`config.mk`:
```
export PLATFORM = sky130hd
export DESIGN_NAME = periph_subsys_top
export DESIGN_NICKNAME = d
export VERILOG_FILES = /design/src/verilog/tlul_pkg.sv /design/src/verilog/periph_xbar.sv /design/src/verilog/gpio.sv /design/src/verilog/rv_timer.sv /design/src/verilog/pwm.sv /design/src/verilog/periph_subsys_top.sv
export SDC_FILE = /design/constraint.sdc
export NUM_CORES = 1
export LEC_CHECK = 0
export BUFFER_PORTS_ARGS = -buffer_cell sky130_fd_sc_hd__buf_2
export CAP_MARGIN = 20
export CORE_MARGIN = 10
export CORE_UTILIZATION = 30
export CTS_BUF_LIST = sky130_fd_sc_hd__clkbuf_16
export CTS_CLUSTER_SIZE = 10
export DETAILED_ROUTE_END_ITERATION = 10
export MAX_ROUTING_LAYER = met4
export PLACE_DENSITY_LB_ADDON = 0.08
export SETUP_SLACK_MARGIN = 0.5
export SLEW_MARGIN = 40
export SYNTH_ARGS = -nofsm -noshare
export SYNTH_HDL_FRONTEND = slang
export SYNTH_SLANG_ARGS = --single-unit
```
`constraint.sdc`:
```
create_clock -name clk_i -period 9.04 [get_ports clk_i]
set_input_delay 0.904 -clock clk_i [delete_from_list [all_inputs] [get_ports clk_i]]
set_output_delay 0.904 -clock clk_i [all_outputs]
set_load 0.03 [all_outputs]
```
`src/verilog/tlul_pkg.sv`:
```
package tlul_pkg;

  // A channel opcodes, reduced TL-UL set
  typedef enum logic [2:0] {
    PutFullData = 3'h0,
    Get         = 3'h4
  } tl_a_op_e;

  // D channel opcodes
  typedef enum logic [2:0] {
    AccessAck     = 3'h0,
    AccessAckData = 3'h1
  } tl_d_op_e;

  // host to device: A channel plus the D ready
  typedef struct packed {
    logic        a_valid;
    tl_a_op_e    a_opcode;
    logic [31:0] a_addr;
    logic [31:0] a_data;
    logic [3:0]  a_mask;
    logic        d_ready;
  } tl_h2d_t;

  // device to host: A ready plus the D channel
  typedef struct packed {
    logic        a_ready;
    logic        d_valid;
    tl_d_op_e    d_opcode;
    logic [31:0] d_data;
    logic        d_error;
  } tl_d2h_t;

  // peripheral windows, 64 KiB each
  localparam logic [31:0] GPIO_BASE  = 32'h4000_0000;
  localparam logic [31:0] TIMER_BASE = 32'h4001_0000;
  localparam logic [31:0] PWM_BASE   = 32'h4002_0000;
  localparam logic [31:0] DEV_MASK   = 32'hFFFF_0000;

  // register offset bits decoded inside a device
  localparam int unsigned REG_AW = 8;

  // gpio registers
  localparam logic [REG_AW-1:0] GPIO_DATA_IN     = 8'h00;
  localparam logic [REG_AW-1:0] GPIO_DATA_OUT    = 8'h04;
  localparam logic [REG_AW-1:0] GPIO_DIR         = 8'h08;
  localparam logic [REG_AW-1:0] GPIO_INTR_STATE  = 8'h0C;
  localparam logic [REG_AW-1:0] GPIO_INTR_ENABLE = 8'h10;

  // timer registers
  localparam logic [REG_AW-1:0] TMR_CTRL       = 8'h00;
  localparam logic [REG_AW-1:0] TMR_PRESCALE   = 8'h04;
  localparam logic [REG_AW-1:0] TMR_MTIME      = 8'h08;
  localparam logic [REG_AW-1:0] TMR_MTIMECMP   = 8'h0C;
  localparam logic [REG_AW-1:0] TMR_INTR_STATE = 8'h10;

  // pwm registers
  localparam logic [REG_AW-1:0] PWM_CTRL   = 8'h00;
  localparam logic [REG_AW-1:0] PWM_PERIOD = 8'h04;
  localparam logic [REG_AW-1:0] PWM_DUTY0  = 8'h08;
  localparam logic [REG_AW-1:0] PWM_DUTY1  = 8'h0C;

  // pwm counter width
  localparam int unsigned PWM_CW = 16;

endpackage

```
`src/verilog/periph_xbar.sv`:
```
module periph_xbar (
  input  logic              clk_i,
  input  logic              rst_i,

  // host port
  input  tlul_pkg::tl_h2d_t tl_h_i,
  output tlul_pkg::tl_d2h_t tl_h_o,

  // device ports
  output tlul_pkg::tl_h2d_t tl_gpio_o,
  input  tlul_pkg::tl_d2h_t tl_gpio_i,
  output tlul_pkg::tl_h2d_t tl_timer_o,
  input  tlul_pkg::tl_d2h_t tl_timer_i,
  output tlul_pkg::tl_h2d_t tl_pwm_o,
  input  tlul_pkg::tl_d2h_t tl_pwm_i
);

  typedef struct packed {
    logic err;
    logic pwm;
    logic timer;
    logic gpio;
  } dev_sel_t;

  dev_sel_t           sel;
  dev_sel_t           sel_q;
  logic               hit_gpio;
  logic               hit_timer;
  logic               hit_pwm;
  logic               bad_op;
  logic               bad_mask;
  logic               busy_q;
  logic               sel_ready;
  logic               host_a_ready;
  logic               a_fire;
  logic               d_fire;
  logic               err_valid_q;
  tlul_pkg::tl_d_op_e err_op_q;
  tlul_pkg::tl_d2h_t  err_rsp;
  tlul_pkg::tl_d2h_t  rsp;

  // window decode on the upper address half
  assign hit_gpio  = (tl_h_i.a_addr & tlul_pkg::DEV_MASK) == tlul_pkg::GPIO_BASE;
  assign hit_timer = (tl_h_i.a_addr & tlul_pkg::DEV_MASK) == tlul_pkg::TIMER_BASE;
  assign hit_pwm   = (tl_h_i.a_addr & tlul_pkg::DEV_MASK) == tlul_pkg::PWM_BASE;

  assign bad_op   = tl_h_i.a_opcode != tlul_pkg::Get &&
                    tl_h_i.a_opcode != tlul_pkg::PutFullData;
  // devices only take full word writes
  assign bad_mask = tl_h_i.a_opcode == tlul_pkg::PutFullData && tl_h_i.a_mask != 4'hF;

  // parallel window select so overlapping bases raise two selects
  always_comb begin
    sel.err   = bad_op || bad_mask || !(hit_gpio || hit_timer || hit_pwm);
    sel.gpio  = hit_gpio  && !bad_op && !bad_mask;
    sel.timer = hit_timer && !bad_op && !bad_mask;
    sel.pwm   = hit_pwm   && !bad_op && !bad_mask;
  end

  assign sel_ready = (sel.gpio  & tl_gpio_i.a_ready)  |
                     (sel.timer & tl_timer_i.a_ready) |
                     (sel.pwm   & tl_pwm_i.a_ready)   |
                     (sel.err   & ~err_valid_q);

  // one access in flight at a time
  assign host_a_ready = !busy_q && sel_ready;
  assign a_fire       = tl_h_i.a_valid && host_a_ready;
  assign d_fire       = tl_h_o.d_valid && tl_h_i.d_ready;

  always_comb begin
    tl_gpio_o          = tl_h_i;
    tl_gpio_o.a_valid  = tl_h_i.a_valid && sel.gpio && !busy_q;
    tl_gpio_o.d_ready  = tl_h_i.d_ready && sel_q.gpio;
    tl_timer_o         = tl_h_i;
    tl_timer_o.a_valid = tl_h_i.a_valid && sel.timer && !busy_q;
    tl_timer_o.d_ready = tl_h_i.d_ready && sel_q.timer;
    tl_pwm_o           = tl_h_i;
    tl_pwm_o.a_valid   = tl_h_i.a_valid && sel.pwm && !busy_q;
    tl_pwm_o.d_ready   = tl_h_i.d_ready && sel_q.pwm;
  end

  always_ff @(posedge clk_i) begin
    if (rst_i) begin
      busy_q <= 1'b0;
      sel_q  <= '0;
    end else if (a_fire) begin
      busy_q <= 1'b1;
      sel_q  <= sel;
    end else if (d_fire) begin
      busy_q <= 1'b0;
    end
  end

  // internal error responder
  always_ff @(posedge clk_i) begin
    if (rst_i) begin
      err_valid_q <= 1'b0;
    end else if (a_fire && sel.err) begin
      err_valid_q <= 1'b1;
    end else if (tl_h_i.d_ready) begin
      err_valid_q <= 1'b0;
    end
  end

  always_ff @(posedge clk_i) begin
    if (a_fire && sel.err) begin
      err_op_q <= (tl_h_i.a_opcode == tlul_pkg::Get) ? tlul_pkg::AccessAckData
                                                     : tlul_pkg::AccessAck;
    end
  end

  assign err_rsp = '{a_ready: 1'b1, d_valid: err_valid_q, d_opcode: err_op_q,
                     d_data: 32'h0, d_error: 1'b1};

  // response back from the recorded target
  always_comb begin
    unique case (1'b1)
      sel_q.gpio:  rsp = tl_gpio_i;
      sel_q.timer: rsp = tl_timer_i;
      sel_q.pwm:   rsp = tl_pwm_i;
      sel_q.err:   rsp = err_rsp;
      default:     rsp = '0;
    endcase
    tl_h_o         = rsp;
    tl_h_o.a_ready = host_a_ready;
  end

  one_dev_req: assert property (@(posedge clk_i) disable iff (rst_i)
    $onehot0({tl_gpio_o.a_valid, tl_timer_o.a_valid, tl_pwm_o.a_valid}));

  // host keeps the request up until it is taken
  host_req_held: assert property (@(posedge clk_i) disable iff (rst_i)
    tl_h_i.a_valid && !host_a_ready |=> tl_h_i.a_valid);

  dev_rsp_outstanding: assert property (@(posedge clk_i) disable iff (rst_i)
    (tl_gpio_i.d_valid || tl_timer_i.d_valid || tl_pwm_i.d_valid) |-> busy_q);

endmodule

```
`src/verilog/gpio.sv`:
```
module gpio (
  input  logic              clk_i,
  input  logic              rst_i,

  input  tlul_pkg::tl_h2d_t tl_i,
  output tlul_pkg::tl_d2h_t tl_o,

  input  logic [31:0]       gpio_i,
  output logic [31:0]       gpio_o,
  output logic [31:0]       gpio_oe_o,
  output logic              intr_gpio_o
);

  logic [31:0]                 sync1_q;
  logic [31:0]                 data_in_q;
  logic [31:0]                 prev_q;
  logic [31:0]                 data_out_q;
  logic [31:0]                 dir_q;
  logic [31:0]                 intr_state_q;
  logic [31:0]                 intr_enable_q;
  logic [31:0]                 rise;
  logic [31:0]                 intr_clr;
  logic [31:0]                 rdata;
  logic [tlul_pkg::REG_AW-1:0] reg_addr;
  logic                        a_fire;
  logic                        wr_en;
  logic                        rsp_valid_q;
  tlul_pkg::tl_d_op_e          rsp_op_q;
  logic [31:0]                 rsp_data_q;

  assign a_fire   = tl_i.a_valid && !rsp_valid_q;
  assign wr_en    = a_fire && tl_i.a_opcode == tlul_pkg::PutFullData;
  assign reg_addr = tl_i.a_addr[tlul_pkg::REG_AW-1:0];

  // two flop synchronizer, prev_q for edge detect
  always_ff @(posedge clk_i) begin
    if (rst_i) begin
      sync1_q   <= '0;
      data_in_q <= '0;
      prev_q    <= '0;
    end else begin
      sync1_q   <= gpio_i;
      data_in_q <= sync1_q;
      prev_q    <= data_in_q;
    end
  end

  assign rise     = data_in_q & ~prev_q;
  assign intr_clr = (wr_en && reg_addr == tlul_pkg::GPIO_INTR_STATE) ? tl_i.a_data : '0;

  always_ff @(posedge clk_i) begin
    if (rst_i) begin
      data_out_q    <= '0;
      dir_q         <= '0;
      intr_state_q  <= '0;
      intr_enable_q <= '0;
    end else begin
      if (wr_en && reg_addr == tlul_pkg::GPIO_DATA_OUT) begin
        data_out_q <= tl_i.a_data;
      end
      if (wr_en && reg_addr == tlul_pkg::GPIO_DIR) begin
        dir_q <= tl_i.a_data;
      end
      if (wr_en && reg_addr == tlul_pkg::GPIO_INTR_ENABLE) begin
        intr_enable_q <= tl_i.a_data;
      end
      // a new edge wins over a clear in the same cycle
      intr_state_q <= (intr_state_q & ~intr_clr) | rise;
    end
  end

  always_comb begin
    case (reg_addr)
      tlul_pkg::GPIO_DATA_IN:     rdata = data_in_q;
      tlul_pkg::GPIO_DATA_OUT:    rdata = data_out_q;
      tlul_pkg::GPIO_DIR:         rdata = dir_q;
      tlul_pkg::GPIO_INTR_STATE:  rdata = intr_state_q;
      tlul_pkg::GPIO_INTR_ENABLE: rdata = intr_enable_q;
      default:                    rdata = '0;
    endcase
  end

  always_ff @(posedge clk_i) begin
    if (rst_i) begin
      rsp_valid_q <= 1'b0;
    end else if (a_fire) begin
      rsp_valid_q <= 1'b1;
    end else if (tl_i.d_ready) begin
      rsp_valid_q <= 1'b0;
    end
  end

  always_ff @(posedge clk_i) begin
    if (a_fire) begin
      rsp_op_q   <= (tl_i.a_opcode == tlul_pkg::Get) ? tlul_pkg::AccessAckData
                                                     : tlul_pkg::AccessAck;
      rsp_data_q <= (tl_i.a_opcode == tlul_pkg::Get) ? rdata : '0;
    end
  end

  assign tl_o = '{a_ready: !rsp_valid_q, d_valid: rsp_valid_q, d_opcode: rsp_op_q,
                  d_data: rsp_data_q, d_error: 1'b0};

  assign gpio_o      = data_out_q;
  assign gpio_oe_o   = dir_q;
  assign intr_gpio_o = |(intr_state_q & intr_enable_q);

endmodule

```
`src/verilog/rv_timer.sv`:
```
module rv_timer (
  input  logic              clk_i,
  input  logic              rst_i,

  input  tlul_pkg::tl_h2d_t tl_i,
  output tlul_pkg::tl_d2h_t tl_o,

  output logic              intr_timer_o
);

  logic                        ctrl_en_q;
  logic [31:0]                 prescale_q;
  logic [31:0]                 presc_cnt_q;
  logic [31:0]                 mtime_q;
  logic [31:0]                 mtimecmp_q;
  logic                        intr_q;
  logic                        tick;
  logic                        expired;
  logic [31:0]                 rdata;
  logic [tlul_pkg::REG_AW-1:0] reg_addr;
  logic                        a_fire;
  logic                        wr_en;
  logic                        rsp_valid_q;
  tlul_pkg::tl_d_op_e          rsp_op_q;
  logic [31:0]                 rsp_data_q;

  assign a_fire   = tl_i.a_valid && !rsp_valid_q;
  assign wr_en    = a_fire && tl_i.a_opcode == tlul_pkg::PutFullData;
  assign reg_addr = tl_i.a_addr[tlul_pkg::REG_AW-1:0];

  // one mtime step every prescale+1 cycles
  assign tick    = ctrl_en_q && presc_cnt_q == prescale_q;
  // compare only counts while the timer runs
  assign expired = ctrl_en_q && mtime_q >= mtimecmp_q;

  always_ff @(posedge clk_i) begin
    if (rst_i) begin
      ctrl_en_q  <= 1'b0;
      prescale_q <= '0;
      mtimecmp_q <= '0;
    end else begin
      if (wr_en && reg_addr == tlul_pkg::TMR_CTRL) begin
        ctrl_en_q <= tl_i.a_data[0];
      end
      if (wr_en && reg_addr == tlul_pkg::TMR_PRESCALE) begin
        prescale_q <= tl_i.a_data;
      end
      if (wr_en && reg_addr == tlul_pkg::TMR_MTIMECMP) begin
        mtimecmp_q <= tl_i.a_data;
      end
    end
  end

  // restart the prescaler on a new divide value
  always_ff @(posedge clk_i) begin
    if (rst_i) begin
      presc_cnt_q <= '0;
    end else if (!ctrl_en_q || tick || (wr_en && reg_addr == tlul_pkg::TMR_PRESCALE)) begin
      presc_cnt_q <= '0;
    end else begin
      presc_cnt_q <= presc_cnt_q + 32'd1;
    end
  end

  always_ff @(posedge clk_i) begin
    if (rst_i) begin
      mtime_q <= '0;
    end else if (wr_en && reg_addr == tlul_pkg::TMR_MTIME) begin
      mtime_q <= tl_i.a_data;
    end else if (tick) begin
      mtime_q <= mtime_q + 32'd1;
    end
  end

  // clear wins for one cycle, then sets again if still expired
  always_ff @(posedge clk_i) begin
    if (rst_i) begin
      intr_q <= 1'b0;
    end else if (wr_en && reg_addr == tlul_pkg::TMR_INTR_STATE && tl_i.a_data[0]) begin
      intr_q <= 1'b0;
    end else if (expired) begin
      intr_q <= 1'b1;
    end
  end

  always_comb begin
    case (reg_addr)
      tlul_pkg::TMR_CTRL:       rdata = {31'h0, ctrl_en_q};
      tlul_pkg::TMR_PRESCALE:   rdata = prescale_q;
      tlul_pkg::TMR_MTIME:      rdata = mtime_q;
      tlul_pkg::TMR_MTIMECMP:   rdata = mtimecmp_q;
      tlul_pkg::TMR_INTR_STATE: rdata = {31'h0, intr_q};
      default:                  rdata = '0;
    endcase
  end

  always_ff @(posedge clk_i) begin
    if (rst_i) begin
      rsp_valid_q <= 1'b0;
    end else if (a_fire) begin
      rsp_valid_q <= 1'b1;
    end else if (tl_i.d_ready) begin
      rsp_valid_q <= 1'b0;
    end
  end

  always_ff @(posedge clk_i) begin
    if (a_fire) begin
      rsp_op_q   <= (tl_i.a_opcode == tlul_pkg::Get) ? tlul_pkg::AccessAckData
                                                     : tlul_pkg::AccessAck;
      rsp_data_q <= (tl_i.a_opcode == tlul_pkg::Get) ? rdata : '0;
    end
  end

  assign tl_o = '{a_ready: !rsp_valid_q, d_valid: rsp_valid_q, d_opcode: rsp_op_q,
                  d_data: rsp_data_q, d_error: 1'b0};

  assign intr_timer_o = intr_q;

  presc_in_range: assert property (@(posedge clk_i) disable iff (rst_i)
    presc_cnt_q <= prescale_q);

endmodule

```
`src/verilog/pwm.sv`:
```
module pwm (
  input  logic              clk_i,
  input  logic              rst_i,

  input  tlul_pkg::tl_h2d_t tl_i,
  output tlul_pkg::tl_d2h_t tl_o,

  output logic [1:0]        pwm_o
);

  logic [1:0]                         ch_en_q;
  logic [tlul_pkg::PWM_CW-1:0]        period_q;
  logic [1:0][tlul_pkg::PWM_CW-1:0]   duty_q;
  logic [tlul_pkg::PWM_CW-1:0]        cnt_q;
  logic                               wrap;
  logic [31:0]                        rdata;
  logic [tlul_pkg::REG_AW-1:0]        reg_addr;
  logic                               a_fire;
  logic                               wr_en;
  logic                               rsp_valid_q;
  tlul_pkg::tl_d_op_e                 rsp_op_q;
  logic [31:0]                        rsp_data_q;

  assign a_fire   = tl_i.a_valid && !rsp_valid_q;
  assign wr_en    = a_fire && tl_i.a_opcode == tlul_pkg::PutFullData;
  assign reg_addr = tl_i.a_addr[tlul_pkg::REG_AW-1:0];

  always_ff @(posedge clk_i) begin
    if (rst_i) begin
      ch_en_q  <= '0;
      period_q <= '0;
      duty_q   <= '0;
    end else if (wr_en) begin
      case (reg_addr)
        tlul_pkg::PWM_CTRL:   ch_en_q   <= tl_i.a_data[1:0];
        tlul_pkg::PWM_PERIOD: period_q  <= tl_i.a_data[tlul_pkg::PWM_CW-1:0];
        tlul_pkg::PWM_DUTY0:  duty_q[0] <= tl_i.a_data[tlul_pkg::PWM_CW-1:0];
        tlul_pkg::PWM_DUTY1:  duty_q[1] <= tl_i.a_data[tlul_pkg::PWM_CW-1:0];
        default: ;
      endcase
    end
  end

  // wrap at period-1, extra bit keeps period 0 and 1 sane
  assign wrap = ({1'b0, cnt_q} + 1'b1) >= {1'b0, period_q};

  always_ff @(posedge clk_i) begin
    if (rst_i || ch_en_q == 2'b00 || wrap) begin
      cnt_q <= '0;
    end else begin
      cnt_q <= cnt_q + 1'b1;
    end
  end

  // high while below duty, so duty above period means always on
  always_comb begin
    for (int n = 0; n < 2; n++) begin
      pwm_o[n] = ch_en_q[n] && cnt_q < duty_q[n];
    end
  end

  always_comb begin
    case (reg_addr)
      tlul_pkg::PWM_CTRL:   rdata = {30'h0, ch_en_q};
      tlul_pkg::PWM_PERIOD: rdata = {{(32 - tlul_pkg::PWM_CW){1'b0}}, period_q};
      tlul_pkg::PWM_DUTY0:  rdata = {{(32 - tlul_pkg::PWM_CW){1'b0}}, duty_q[0]};
      tlul_pkg::PWM_DUTY1:  rdata = {{(32 - tlul_pkg::PWM_CW){1'b0}}, duty_q[1]};
      default:              rdata = '0;
    endcase
  end

  always_ff @(posedge clk_i) begin
    if (rst_i) begin
      rsp_valid_q <= 1'b0;
    end else if (a_fire) begin
      rsp_valid_q <= 1'b1;
    end else if (tl_i.d_ready) begin
      rsp_valid_q <= 1'b0;
    end
  end

  always_ff @(posedge clk_i) begin
    if (a_fire) begin
      rsp_op_q   <= (tl_i.a_opcode == tlul_pkg::Get) ? tlul_pkg::AccessAckData
                                                     : tlul_pkg::AccessAck;
      rsp_data_q <= (tl_i.a_opcode == tlul_pkg::Get) ? rdata : '0;
    end
  end

  assign tl_o = '{a_ready: !rsp_valid_q, d_valid: rsp_valid_q, d_opcode: rsp_op_q,
                  d_data: rsp_data_q, d_error: 1'b0};

endmodule

```
`src/verilog/periph_subsys_top.sv`:
```
module periph_subsys_top (
  input  logic              clk_i,
  input  logic              rst_i,

  // host port
  input  tlul_pkg::tl_h2d_t tl_i,
  output tlul_pkg::tl_d2h_t tl_o,

  // pads
  input  logic [31:0]       gpio_i,
  output logic [31:0]       gpio_o,
  output logic [31:0]       gpio_oe_o,
  output logic [1:0]        pwm_o,

  // interrupts, left unmerged
  output logic              intr_gpio_o,
  output logic              intr_timer_o
);

  tlul_pkg::tl_h2d_t xbar_to_gpio;
  tlul_pkg::tl_d2h_t gpio_to_xbar;
  tlul_pkg::tl_h2d_t xbar_to_timer;
  tlul_pkg::tl_d2h_t timer_to_xbar;
  tlul_pkg::tl_h2d_t xbar_to_pwm;
  tlul_pkg::tl_d2h_t pwm_to_xbar;

  periph_xbar u_xbar (
    .clk_i      (clk_i),
    .rst_i      (rst_i),
    .tl_h_i     (tl_i),
    .tl_h_o     (tl_o),
    .tl_gpio_o  (xbar_to_gpio),
    .tl_gpio_i  (gpio_to_xbar),
    .tl_timer_o (xbar_to_timer),
    .tl_timer_i (timer_to_xbar),
    .tl_pwm_o   (xbar_to_pwm),
    .tl_pwm_i   (pwm_to_xbar)
  );

  gpio u_gpio (
    .clk_i       (clk_i),
    .rst_i       (rst_i),
    .tl_i        (xbar_to_gpio),
    .tl_o        (gpio_to_xbar),
    .gpio_i      (gpio_i),
    .gpio_o      (gpio_o),
    .gpio_oe_o   (gpio_oe_o),
    .intr_gpio_o (intr_gpio_o)
  );

  rv_timer u_timer (
    .clk_i        (clk_i),
    .rst_i        (rst_i),
    .tl_i         (xbar_to_timer),
    .tl_o         (timer_to_xbar),
    .intr_timer_o (intr_timer_o)
  );

  pwm u_pwm (
    .clk_i (clk_i),
    .rst_i (rst_i),
    .tl_i  (xbar_to_pwm),
    .tl_o  (pwm_to_xbar),
    .pwm_o (pwm_o)
  );

endmodule

```
==> flow_summary.json <==
{
  "status": "finished clean",
  "pwr-share-seq_pct": 49.7,
  "cts.path.max_buffers": 3,
  "clock_latency_ns": 0.67,
  "p_sw_share_pct": 24.4,
  "cp.arrival_ns": 2.91,
  "hpwl_um": 61000,
  "required_ns": 8.14,
  "postCtsSetupRepairBufs": 0,
  "ys_async_sr_fraction_pct": 0,
  "clkTransAtPathRegs_ns": 0.06,
  "dieWidth_um": 300,
  "synth_area_um2": 23400,
  "cts_buffers": 60,
  "ff2ff_path_depth": 12,
  "setup_violations": 0,
  "combPwrFrac_pct": 3.9,
  "syn_area_per_cell_um2": 8.82,
  "vias": 19700,
  "ys_seq_elements": 513,
  "grt_max_degree": 174,
  "root_buffer": "clkbuf_16",
  "htree_levels": 2,
  "start_util_pct": 30.3,
  "end_kind": "output pin",
  "ys_top_cells_by_area": "dfxtp_1 (37%), edfxtp_1 (11%), nand2_1 (8.3%)",
  "fillers": 8077,
  "hold_depth": 1,
  "coreArea_um2": 77500,
  "antenna_found_initial": 2,
  "fin_nets": 2974,
  "regArea_um2": 11100,
  "worst-slew-pin-transition_ns": 0.890,
  "multiInputGateArea_um2": 11100,
  "rsz0062_at_grt": "false",
  "port_buffers": 202,
  "p_clk_share_pct": 46.4,
  "postCtsHoldBufs": 0,
  "fmaxAchievable_ghz": 0.262,
  "switchingPower_mw": 1.16,
  "p_leak_nw": 9.69,
  "power.internal_mw": 3.59,
  "drt_pass1_iterations": 8,
  "grt_use_total_pct": 19.6,
  "route.detailed.drc": 0,
  "start_kind": "flop",
  "grt_pass1_wl_um": 130000,
  "period_share_pct": 42.2,
  "synth_cell_types": 69,
  "die_height_um": 300,
  "r2r_setup_slack_ns": 5.77,
  "grt_pass1_vias": 19400,
  "finalClockSkew_ns": 0.0559,
  "yosysWarnings": 0,
  "hold_end": "u_gpio.data_in_q[1]",
  "place_congestion": 0.842,
  "min_period_ns": 3.82,
  "grt_remaining_overflow": 0,
  "cts_tree": "yes",
  "r2r-end": "u_pwm.cnt_q[5]",
  "fin_tns_setup_ns": 0,
  "clock-sinks": 513,
  "ios": 213,
  "drv_cap": 0,
  "postRouteWirelength_um": 88400,
  "drive_above_1_share_pct": 13.0,
  "yosysSeqAreaShare_pct": 47.4,
  "p_per_area_nw_per_um2": 175,
  "synth_top_area_share_pct": 36.6,
  "drtIter0Drc": 1549,
  "drv_slew": 0,
  "wire_per_inst_um": 22.9,
  "max-slew-margin-rel_pct": 40.5,
  "netlist_instances": 2657,
  "synth_edf_count": 84,
  "r2r-start": "u_pwm.cnt_q[2]",
  "crit_fanout": 3,
  "synth_top_area_cell": "dfxtp_1",
  "min_path_type": "flop to flop",
  "cts_resized": 0,
  "worstHoldStart": "u_gpio.sync1_q[1]",
  "path_class": "flop to output pin",
  "holdWs_ns": 0.436,
  "p_total_mw": 4.74,
  "synth_ff_type": "dfxtp_1",
  "antenna_left": 0,
  "hold_viol_final": 0,
  "rows": 102,
  "via_per_inst": 5.09,
  "area_growth_pct": 15.6,
  "vdd_drop_max_mv": 0.184,
  "dieArea_um2": 89700
}
==> critical path, stage by stage (launching register included) <==
cell and delay (ns):
dfxtp_1 0.33, a22o_1 0.29, a221oi_1 0.66, nand3_1 0.19, or4_1 0.57, buf_2 0.21
==> power groups by stage <==
stage               sequential [mW]  combinational (mW)  clock (mW)
global placement               2.41               0.184           0
detailed placement             2.41               0.186           0
global route                   2.36               0.199        2.35
finish                         2.36               0.187        2.20
floorplan                      2.40              0.0991           0
CTS                            2.36               0.187        2.26
==> worst max path at each step <==
| stage | from | cells after the start | endpoint | slack [ns] |
|---|---|---|---|---|
| after global routing | u_pwm.cnt_q[1] | 8 | pwm_o[1] | 5.16 |
| after global placement | tl_i[40] | 8 | u_timer.mtime_q[4] | 4.15 |
| final | u_gpio.intr_state_q[13] | 5 | intr_gpio_o | 5.22 |
| after floorplan | tl_i[66] | 8 | u_timer.mtime_q[11] | 4.87 |
| after CTS | u_pwm.cnt_q[1] | 8 | pwm_o[1] | 5.21 |
| after detailed placement | tl_i[40] | 7 | u_pwm.duty_q[15] | 4.75 |
==> layer usage <==
layer	GRT usage [%]	part of all wire [%]	routed length [µm]	up-vias
li1	-	-	-	9345
met1	26.2	46	40900	9582
met2	30.1	45	39600	623
met3	3.55	6.3	5600	126
met4	5.31	2.5	2230	0
met5	-	0	0	-
==> state kept, by name, indices dropped and copies added (netlist names), 2 cells and up <==
signal	flops
u_gpio.data_in_q	32
u_gpio.gpio_o	32
u_gpio.gpio_oe_o	32
u_gpio.intr_enable_q	32
u_gpio.intr_state_q	32
u_gpio.prev_q	32
u_gpio.rsp_data_q	32
u_gpio.sync1_q	32
u_pwm.ch_en_q	2
u_pwm.cnt_q	16
u_pwm.duty_q	32
u_pwm.period_q	16
u_pwm.rsp_data_q	16
u_timer.mtime_q	32
u_timer.mtimecmp_q	32
u_timer.presc_cnt_q	32
u_timer.prescale_q	32
u_timer.rsp_data_q	32
u_xbar.sel_q	4
==> cells in the mapped netlist, types with 24 or more instances <==
cell type  count
ha_1          81
a211oi_1      28
dfxtp_1      429
a22o_1        26
a21oi_1      262
nand3_1       37
o22ai_1       33
nand4_1       37
nor2b_1      118
nand2_1      516
buf_2         25
a32o_1        32
xnor2_1       81
xor2_1        24
nor2_1       193
mux2i_1       71
clkbuf_1     108
a22oi_1       62
inv_1        143
o21ai_0       35
edfxtp_1      84
mux2_2        32
==> cells in the final DEF, fill, tap and decap left out, types with 17 or more instances in the layout <==
cell type  count
dfxtp_1      428
o21ai_0       35
edfxtp_1      84
a21oi_1      262
nand4_1       37
nor2b_1      117
nand2_1      515
mux2i_1       71
buf_4         29
inv_1        171
xor2_1        24
buf_2        203
o22ai_1       33
nor3_1        21
clkbuf_16     60
nor2_1       189
a22o_1        26
a22oi_1       62
nand3_1       36
a32o_1        32
a21o_1        17
xnor2_1       81
ha_1          81
a211oi_1      28
mux2_2        32
==> per-stage QoR <==
step | util (%) | setup slack [ns] | cell area (µm²) | std cells
floorplan | - | 4.87 | 23400 | 2658
global placement | 32.6 | 4.15 | 25300 | 3759
detailed placement | 32.6 | 4.75 | 25300 | 3759
CTS | 34.9 | 5.21 | 27000 | 3860
global route | 35.0 | 5.16 | 27100 | 3866
finish | 35.0 | 5.22 | 27100 | 3866
==> area by class of cell <==
| type | instances | share of cell area, % |
|---|---|---|
| flip-flops and latches | 513 | 41.0 |
| multi-input cells | 1829 | 40.9 |
| clock buffers | 60 | 5.54 |
| repair buffers | 238 | 4.94 |
| well taps | 1040 | 4.80 |
| inverters | 144 | 1.99 |
| clock inverters | 41 | 0.827 |
| diodes | 1 | 0.00924 |
==> cell families after synthesis <==
kind of cell / share of synthesized area (%)
AO/OA/AOI/OAI: 14.7
XOR/XNOR: 3.92
adder cells (fa/ha/maj): 4.32
buffers and inverters: 5.63
flip-flops: 47.4
multiplexers: 4.57
other: 0.0160
AND/OR/NAND/NOR: 19.5
Note: power is estimated with default switching activity, not from simulation.
